==> src/design/phold_pkg.sv <==
package phold_pkg;

	typedef logic [15:0] sim_time_t;
	typedef logic [2:0]  lp_id_t;
	typedef logic [1:0]  core_id_t;
	typedef logic [15:0] rnd_t;

	typedef struct packed {
		lp_id_t    lp;
		sim_time_t ts;
	} event_t;

	typedef enum logic [2:0] {
		IDLE,
		INIT,
		READY,
		RUNNING,
		FINISHED
	} engine_state_e;

	localparam int NUM_CORE = 4;
	localparam int NUM_INIT = 4; // Initial event population

	// Timestamp increment from rnd[3:0], range 1 to 16
	function automatic sim_time_t rnd_ts_incr(rnd_t r);
		return sim_time_t'(r[3:0]) + sim_time_t'(1);
	endfunction

	// Target process from rnd[6:4]
	function automatic lp_id_t rnd_target(rnd_t r);
		return r[6:4];
	endfunction

	// Extra work cycles from rnd[9:8], total work is this plus one
	function automatic logic [1:0] rnd_work(rnd_t r);
		return r[9:8];
	endfunction

endpackage

==> src/design/lfsr.sv <==
`timescale 1ns/1ps

module lfsr import phold_pkg::*; (
	input  logic clk,
	input  logic rst_n,
	input  logic load,
	input  rnd_t seed,
	input  logic next,
	output rnd_t rnd
);

	rnd_t sr;
	logic fb;

	// Taps 16, 14, 13, 11
	assign fb = sr[15] ^ sr[13] ^ sr[12] ^ sr[10];

	always_ff @(posedge clk or negedge rst_n) begin
		if (!rst_n) begin
			sr <= '1;
		end else if (load) begin
			sr <= (seed == '0) ? '1 : seed; // All-zero state would lock up
		end else if (next) begin
			sr <= {sr[14:0], fb};
		end
	end

	assign rnd = sr;

endmodule

==> src/design/rr_arbiter.sv <==
`timescale 1ns/1ps

module rr_arbiter import phold_pkg::*; (
	input  logic                clk,
	input  logic                rst_n,
	input  logic [NUM_CORE-1:0] req,
	input  logic                advance,
	output logic [NUM_CORE-1:0] gnt,
	output core_id_t            gnt_id,
	output logic                gnt_vld
);

	core_id_t ptr;
	core_id_t idx;

	// Walk downward so the requester closest to ptr is written last
	always_comb begin
		gnt_id = '0;
		gnt_vld = 1'b0;
		idx = '0;
		for (int k = NUM_CORE - 1; k >= 0; k--) begin
			idx = core_id_t'((int'(ptr) + k) % NUM_CORE);
			if (req[idx]) begin
				gnt_id = idx;
				gnt_vld = 1'b1;
			end
		end
	end

	assign gnt = gnt_vld ? (NUM_CORE'(1) << gnt_id) : '0;

	always_ff @(posedge clk or negedge rst_n) begin
		if (!rst_n) begin
			ptr <= '0;
		end else if (advance && gnt_vld) begin
			ptr <= core_id_t'((int'(gnt_id) + 1) % NUM_CORE); // Winner drops to lowest priority
		end
	end

endmodule

==> src/design/event_queue.sv <==
`timescale 1ns/1ps

module event_queue import phold_pkg::*; #(
	parameter int QUEUE_DEPTH = 8
) (
	input  logic                               clk,
	input  logic                               rst_n,
	input  logic                               clear,
	input  logic                               enq,
	input  event_t                             enq_event,
	input  logic                               deq,
	output event_t                             head,
	output logic                               empty,
	output logic [$clog2(QUEUE_DEPTH+1)-1:0]   count
);

	localparam int CNT_W = $clog2(QUEUE_DEPTH + 1);

	event_t           slot [QUEUE_DEPTH];
	logic [QUEUE_DEPTH-1:0] after;

	// Slots at and above the insert point, thermometer coded since slots are sorted
	always_comb begin
		for (int i = 0; i < QUEUE_DEPTH; i++) begin
			after[i] = (i >= int'(count)) || (slot[i].ts > enq_event.ts);
		end
	end

	// Equal ts stays ahead of the new entry, so ties leave in arrival order
	always_ff @(posedge clk) begin
		if (enq) begin
			if (after[0])
				slot[0] <= enq_event;
			for (int i = 1; i < QUEUE_DEPTH; i++) begin
				if (after[i])
					slot[i] <= after[i-1] ? slot[i-1] : enq_event;
			end
		end else if (deq) begin
			for (int i = 0; i < QUEUE_DEPTH - 1; i++) begin
				slot[i] <= slot[i+1];
			end
		end
	end

	always_ff @(posedge clk or negedge rst_n) begin
		if (!rst_n) begin
			count <= '0;
		end else if (clear) begin
			count <= '0;
		end else if (enq) begin
			count <= count + CNT_W'(1);
		end else if (deq && !empty) begin
			count <= count - CNT_W'(1);
		end
	end

	assign empty = (count == '0);
	assign head = slot[0];

endmodule

==> src/design/phold_core.sv <==
`timescale 1ns/1ps

module phold_core import phold_pkg::*; (
	input  logic      clk,
	input  logic      rst_n,
	input  logic      start_evt,
	input  event_t    evt_in,
	input  rnd_t      rnd,
	output logic      ready,
	output logic      in_flight,
	output sim_time_t cur_ts,
	output logic      new_vld,
	output event_t    new_event,
	input  logic      ack
);

	typedef enum logic [1:0] {
		CORE_IDLE,
		CORE_WORK,
		CORE_OFFER
	} core_state_e;

	core_state_e state;
	logic [1:0]  work_cnt;
	logic        take;

	assign take = start_evt && (state == CORE_IDLE);

	always_ff @(posedge clk or negedge rst_n) begin
		if (!rst_n) begin
			state <= CORE_IDLE;
			work_cnt <= '0;
		end else begin
			case (state)
				CORE_IDLE: begin
					if (take) begin
						state <= CORE_WORK;
						work_cnt <= rnd_work(rnd);
					end
				end
				CORE_WORK: begin
					if (work_cnt == '0)
						state <= CORE_OFFER;
					else
						work_cnt <= work_cnt - 2'd1;
				end
				CORE_OFFER: begin
					if (ack)
						state <= CORE_IDLE; // Held until the receive side takes it
				end
				default: state <= CORE_IDLE;
			endcase
		end
	end

	// Child event is fixed at capture, only the parent ts is kept for GVT
	always_ff @(posedge clk) begin
		if (take) begin
			cur_ts <= evt_in.ts;
			new_event.lp <= rnd_target(rnd);
			new_event.ts <= evt_in.ts + rnd_ts_incr(rnd);
		end
	end

	assign ready = (state == CORE_IDLE);
	assign in_flight = (state != CORE_IDLE);
	assign new_vld = (state == CORE_OFFER);

endmodule

==> src/design/gvt_tracker.sv <==
`timescale 1ns/1ps

module gvt_tracker import phold_pkg::*; (
	input  logic                clk,
	input  logic                rst_n,
	input  logic                run,
	input  logic [NUM_CORE-1:0] in_flight,
	input  sim_time_t           cur_ts [NUM_CORE],
	input  event_t              head,
	input  logic                empty,
	output sim_time_t           gvt
);

	sim_time_t min_ts;
	logic      min_vld;

	// Lowest timestamp still live anywhere in the engine
	always_comb begin
		min_ts = head.ts;
		min_vld = !empty;
		for (int i = 0; i < NUM_CORE; i++) begin
			if (in_flight[i] && (!min_vld || cur_ts[i] < min_ts)) begin
				min_ts = cur_ts[i];
				min_vld = 1'b1;
			end
		end
	end

	always_ff @(posedge clk or negedge rst_n) begin
		if (!rst_n) begin
			gvt <= '0;
		end else if (run && min_vld) begin
			gvt <= min_ts;
		end
	end

endmodule

==> src/design/phold_engine.sv <==
`timescale 1ns/1ps

module phold_engine import phold_pkg::*; #(
	parameter int QUEUE_DEPTH = 8
) (
	input  logic      clk,
	input  logic      rst_n,
	input  logic      start,
	input  rnd_t      seed,
	input  sim_time_t end_time,
	output sim_time_t gvt,
	output logic      done,
	output logic      busy,
	output logic      disp_vld,
	output event_t    disp_event,
	output core_id_t  disp_core,
	output logic      enq_vld,
	output event_t    enq_event,
	output core_id_t  enq_core
);

	engine_state_e state;
	logic [$clog2(NUM_INIT)-1:0] init_cnt;
	sim_time_t end_time_q;
	logic start_run;

	logic [NUM_CORE-1:0] core_ready;
	logic [NUM_CORE-1:0] core_new_vld;
	logic [NUM_CORE-1:0] core_flight;
	logic [NUM_CORE-1:0] rcv_gnt;
	logic [NUM_CORE-1:0] disp_gnt;
	logic [NUM_CORE-1:0] start_evt;
	event_t              core_new [NUM_CORE];
	sim_time_t           core_ts [NUM_CORE];

	core_id_t rcv_id, disp_id;
	logic     rcv_any, disp_any;

	logic   enq, deq;
	event_t enq_data;
	event_t q_head;
	logic   q_empty;
	rnd_t   rnd;
	logic   gvt_run;

	assign start_run = start && (state == IDLE);

	always_ff @(posedge clk or negedge rst_n) begin
		if (!rst_n) begin
			state <= IDLE;
		end else begin
			case (state)
				IDLE:     if (start) state <= INIT;
				INIT:     if (init_cnt == ($clog2(NUM_INIT))'(NUM_INIT - 1)) state <= READY;
				READY:    state <= RUNNING;
				RUNNING:  if (gvt > end_time_q) state <= FINISHED;
				FINISHED: state <= IDLE;
				default:  state <= IDLE;
			endcase
		end
	end

	always_ff @(posedge clk or negedge rst_n) begin
		if (!rst_n)
			init_cnt <= '0;
		else if (state == INIT)
			init_cnt <= init_cnt + 1'b1;
		else
			init_cnt <= '0;
	end

	always_ff @(posedge clk) begin
		if (start_run)
			end_time_q <= end_time;
	end

	// A new event always wins over dispatch so enq and deq never meet
	assign enq = (state == INIT) || ((state == RUNNING) && rcv_any);
	assign deq = (state == RUNNING) && !rcv_any && !q_empty && disp_any;

	always_comb begin
		if (state == INIT) begin
			enq_data.lp = lp_id_t'(init_cnt);
			enq_data.ts = '0;
		end else begin
			enq_data = core_new[rcv_id];
		end
	end

	assign start_evt = deq ? disp_gnt : '0;

	// Refresh in READY too so a stale gvt from the last run never ends this one
	assign gvt_run = (state == READY) || (state == RUNNING);

	rr_arbiter rcv_arb (
		.clk     (clk),
		.rst_n   (rst_n),
		.req     (core_new_vld),
		.advance (rcv_any), // Outside RUNNING leftover events are acked and dropped
		.gnt     (rcv_gnt),
		.gnt_id  (rcv_id),
		.gnt_vld (rcv_any)
	);

	rr_arbiter disp_arb (
		.clk     (clk),
		.rst_n   (rst_n),
		.req     (core_ready),
		.advance (deq),
		.gnt     (disp_gnt),
		.gnt_id  (disp_id),
		.gnt_vld (disp_any)
	);

	event_queue #(
		.QUEUE_DEPTH (QUEUE_DEPTH)
	) u_queue (
		.clk       (clk),
		.rst_n     (rst_n),
		.clear     (start_run),
		.enq       (enq),
		.enq_event (enq_data),
		.deq       (deq),
		.head      (q_head),
		.empty     (q_empty),
		.count     ()
	);

	lfsr u_lfsr (
		.clk   (clk),
		.rst_n (rst_n),
		.load  (start_run),
		.seed  (seed),
		.next  (deq || (state == INIT)),
		.rnd   (rnd)
	);

	for (genvar g = 0; g < NUM_CORE; g++) begin : gen_core
		phold_core u_core (
			.clk       (clk),
			.rst_n     (rst_n),
			.start_evt (start_evt[g]),
			.evt_in    (q_head),
			.rnd       (rnd),
			.ready     (core_ready[g]),
			.in_flight (core_flight[g]),
			.cur_ts    (core_ts[g]),
			.new_vld   (core_new_vld[g]),
			.new_event (core_new[g]),
			.ack       (rcv_gnt[g])
		);
	end

	gvt_tracker u_gvt (
		.clk       (clk),
		.rst_n     (rst_n),
		.run       (gvt_run),
		.in_flight (core_flight),
		.cur_ts    (core_ts),
		.head      (q_head),
		.empty     (q_empty),
		.gvt       (gvt)
	);

	assign done = (state == FINISHED);
	assign busy = (state != IDLE);

	// Trace strobes
	assign disp_vld = deq;
	assign disp_event = q_head;
	assign disp_core = disp_id;
	assign enq_vld = enq;
	assign enq_event = enq_data;
	assign enq_core = (state == INIT) ? '0 : rcv_id;

endmodule

==> config.mk <==
export PLATFORM = sky130hd
export DESIGN_NAME = phold_engine
export DESIGN_NICKNAME = d
export VERILOG_FILES = /design/src/design/phold_pkg.sv /design/src/design/lfsr.sv /design/src/design/rr_arbiter.sv /design/src/design/event_queue.sv /design/src/design/phold_core.sv /design/src/design/gvt_tracker.sv /design/src/design/phold_engine.sv
export SDC_FILE = /design/constraint.sdc
export NUM_CORES = 1
export LEC_CHECK = 0
export ABC_AREA = 1
export BUFFER_PORTS_ARGS = -buffer_cell sky130_fd_sc_hd__buf_2
export CAP_MARGIN = 20
export CORE_MARGIN = 3
export CORE_UTILIZATION = 55
export CTS_BUF_LIST = sky130_fd_sc_hd__clkbuf_8
export CTS_CLUSTER_SIZE = 25
export DETAILED_ROUTE_END_ITERATION = 16
export PLACE_DENSITY = 0.79
export SLEW_MARGIN = 15
export SYNTH_ARGS = -nofsm -noshare
export SYNTH_HDL_FRONTEND = slang
export SYNTH_SLANG_ARGS = --single-unit
==> constraint.sdc <==
create_clock -name clk -period 10.5 [get_ports clk]
set_input_delay 2.625 -clock clk [delete_from_list [all_inputs] [get_ports clk]]
set_output_delay 2.625 -clock clk [all_outputs]
set_load 0.02 [all_outputs]
==> flow_summary.ini <==
[run_status]
status = finished clean

[clocking]
clk_pin_slew_ns = 0.06
cts_max_level = 3
cts_num_sinks = 369
cts_buffers = 67
clock_latency_ns = 0.62
cts-root-buf = clkbuf_8
cts_hold_buffers = 0
cts_buffer_depth = 3
post_cts_buffers = 0
cts_tree = done
ctsResizeCount = 0

[worst_setup_path]
r2r_start = u_queue.slot[0][1]
path_cells = inv_1 -> o21ai_0 -> o21ai_0 -> o21ai_0 -> inv_1 -> a221oi_1 -> or2_2 -> nand2_1 -> buf_4 -> inv_1 -> buf_4 -> nand2_1 -> nand3_1 -> nand3_1 -> inv_1 -> buf_2
max_stage_delay_ns = 0.56
critPathKind = register to primary output
critPathMostFrequentCell = inv_1
worstPathBufferInverterCount = 7
path_delay_family = buffers and inverters
rrSetupSlack_ns = 3.32
cp_max_fo = 42
r2r-end = u_gvt.gvt[12]
required_ns = 7.88
slowest_stage = nand3_1
end_kind = primary output
rr_worst_depth = 42
start_kind = register
arrival_ns = 4.87

[sta]
tightest_slew_ns = 1.04
max_slew_margin_pct = 30.5
fin_worst_skew_ns = 0.0304
period_minus_slack_ns = 7.50
post-route-period-util_pct = 71.4
hold_viol = 0
rsz0062_at_grt = no
finalSetupTns_ns = 0
max_freq_mhz = 133
final_max_slew_viol_count = 0
setup_viol = 0

[yosys]
synth_ff_type = edfxtp_1
yosysUniqueCellTypes = 44
yosysSeqAreaShare_pct = 49.4
yosysTopAreaCell = edfxtp_1
synth_top_area_share_pct = 42.3
syn_inst = 2402
syn_area_per_cell_sq_um = 9.10
synth.area.top_cells = edfxtp_1, ha_1, nand2_1
synth-seq-cells = 369
synth.net_count = 2664
synth_warnings = 0
netlist_area_sq_mm = 0.0219
synth-edff-count = 308
synthArstFlopShare_pct = 16.5

[drt]
vias = 17618
drcViolationCount = 0
drt-pass1-iter-count = 5
viasPerCell = 5.77
wl_per_cell_microns = 18.2
drtAntennaViolNets = 0
finalWirelength_microns = 55500
drt_iter0_markers = 1602

[worst_hold_path]
min_from = init_cnt[0]
hold_path.class = register to register
hold_end = init_cnt[0]
hold_path_depth = 1

[grt]
overflow = 0
grt_max_degree = 89
grt_pass1_vias = 17228
grtUsageTotal_pct = 26.3
antenna_found_initial = 1
grt_pass1_wl_microns = 88400

[placement]
numPortBuffers = 96
post-dp-hpwl_microns = 40600
place_congestion = 0.884
dpl_cell_area_sq_mm = 0.0227

[floorplan]
num_rows = 72
dieArea_sq_mm = 0.0422
start_util_pct = 56.2
die_y_microns = 205
ios = 97
core_region_area_sq_mm = 0.0389
die_x_microns = 205

[finish]
nNetsFinal = 2749
drive_gt1_share_pct = 9.70
diodes = 0
stdcell_area_sq_mm = 0.0240
area_delta_synth_final_pct = 9.71

[run]
drv_cap = 0
==> kinds of logic (layout without fill, tap and decap cells) <==
group | Yosys count | in the layout | synth area share (%)
compound gates | 576 | 576 | 14.2
xor+xnor | 22 | 22 | 0.882
fa+ha+maj | 227 | 227 | 13.0
buf+inv | 332 | 467 | 6.09
flops | 369 | 369 | 49.4
simple gates | 876 | 876 | 16.4
==> Yosys cell counts, types with 19 or more instances <==
| cell type | n |
|---|---|
| nand3_1 | 134 |
| xor2_1 | 19 |
| ha_1 | 226 |
| buf_4 | 20 |
| dfrtp_1 | 45 |
| inv_1 | 219 |
| a21oi_1 | 233 |
| nor2_1 | 113 |
| edfxtp_1 | 308 |
| clkbuf_1 | 81 |
| nand2_1 | 569 |
| o21ai_0 | 271 |
| nor3_1 | 29 |
==> layout make-up <==
class / count / area [sq um]
inverters: 224 / 843
fillers: 3221 / 14900
flip-flops and latches: 369 / 10800
repair buffers: 124 / 691
multi-input cells: 1701 / 9760
clock inverters: 45 / 219
clock buffers: 74 / 1020
well taps: 518 / 648
==> flip-flops by register name, indices dropped and copies added, names as in the netlist <==
signal                     flops
end_time_q                    16
u_gvt.gvt                     16
u_queue.slot                 152
init_cnt                       2
gen_core.u_core.new_event     76
u_lfsr.rnd                    16
gen_core.u_core.state          8
state                          3
rcv_arb.ptr                    2
disp_arb.ptr                   2
u_queue.count                  4
gen_core.u_core.work_cnt       8
gen_core.u_core.cur_ts        64
==> layer usage <==
metal,global-route usage (%),wire [microns],vias to the layer above
met5,0,13,-
met4,10.4,2040,2
met3,4.51,3910,145
met2,45.3,27100,690
met1,33.1,22400,8238
li1,-,-,8543
==> worst register-to-register path: cells and delay by family, from the launching register on <==
family                     cells  cell delay, ns
DFF                            1            0.65
AOI/OAI and AO/OA             12            2.68
and+or+nand+nor               25            2.46
adders and majority gates      4            1.22
buffers and inverters          1            0.13
==> layout by cell type, fill, tap and decap left out, drive strengths merged, types with 3 or more instances in the layout <==
cell type | synthesis | final
nand2 | 576 | 576
edfxtp | 308 | 308
o21ai | 272 | 272
inv | 221 | 253
a21oi | 233 | 233
ha | 226 | 226
nand3 | 134 | 134
buf | 27 | 124
nor2 | 115 | 115
clkbuf | 81 | 74
dfrtp | 45 | 45
nor3 | 29 | 29
xor2 | 19 | 19
nand4 | 16 | 16
dfstp | 16 | 16
clkinv | 3 | 13
a211oi | 11 | 11
o221ai | 8 | 8
o211ai | 7 | 7
o311ai | 6 | 6
o21a | 6 | 6
o2111ai | 6 | 6
o31ai | 5 | 5
a221oi | 5 | 5
o21bai | 4 | 4
a22oi | 4 | 4
o221a | 3 | 3
xnor2 | 3 | 3
nor4 | 3 | 3
==> through the flow <==
| step | hold WS, ns | std cells | util, % | setup WS [ns] |
|---|---|---|---|---|
| final | 0.462 | 3055 | 61.6 | 3.00 |
| after global routing | 0.512 | 3055 | 61.6 | 2.49 |
| after CTS | 0.466 | 3053 | 61.6 | 3.06 |
| after detailed placement | 0.454 | 2934 | 58.4 | 3.37 |
| after global placement | 0.452 | 2934 | 58.4 | 3.70 |
| after floorplan | 0.427 | 2402 | - | 4.37 |
==> worst max-delay path by stage <==
stage,startpoint,cells after the start,endpoint,slack (ns)
2_1_floorplan,u_queue.slot[0][15],46,u_gvt.gvt[10],4.37
3_3_place_gp,u_queue.slot[0][1],42,u_gvt.gvt[1],3.70
4_1_cts,rcv_arb.ptr[0],16,enq_event[13],3.06
3_5_place_dp,u_queue.slot[0][1],43,u_gvt.gvt[12],3.37
6_report,rcv_arb.ptr[0],16,enq_event[13],3.00
5_1_grt,u_queue.slot[0][1],43,u_gvt.gvt[13],2.49
Power is not shown: default switching activity piles up to over one toggle a cycle in this logic, so the estimate is an artifact.
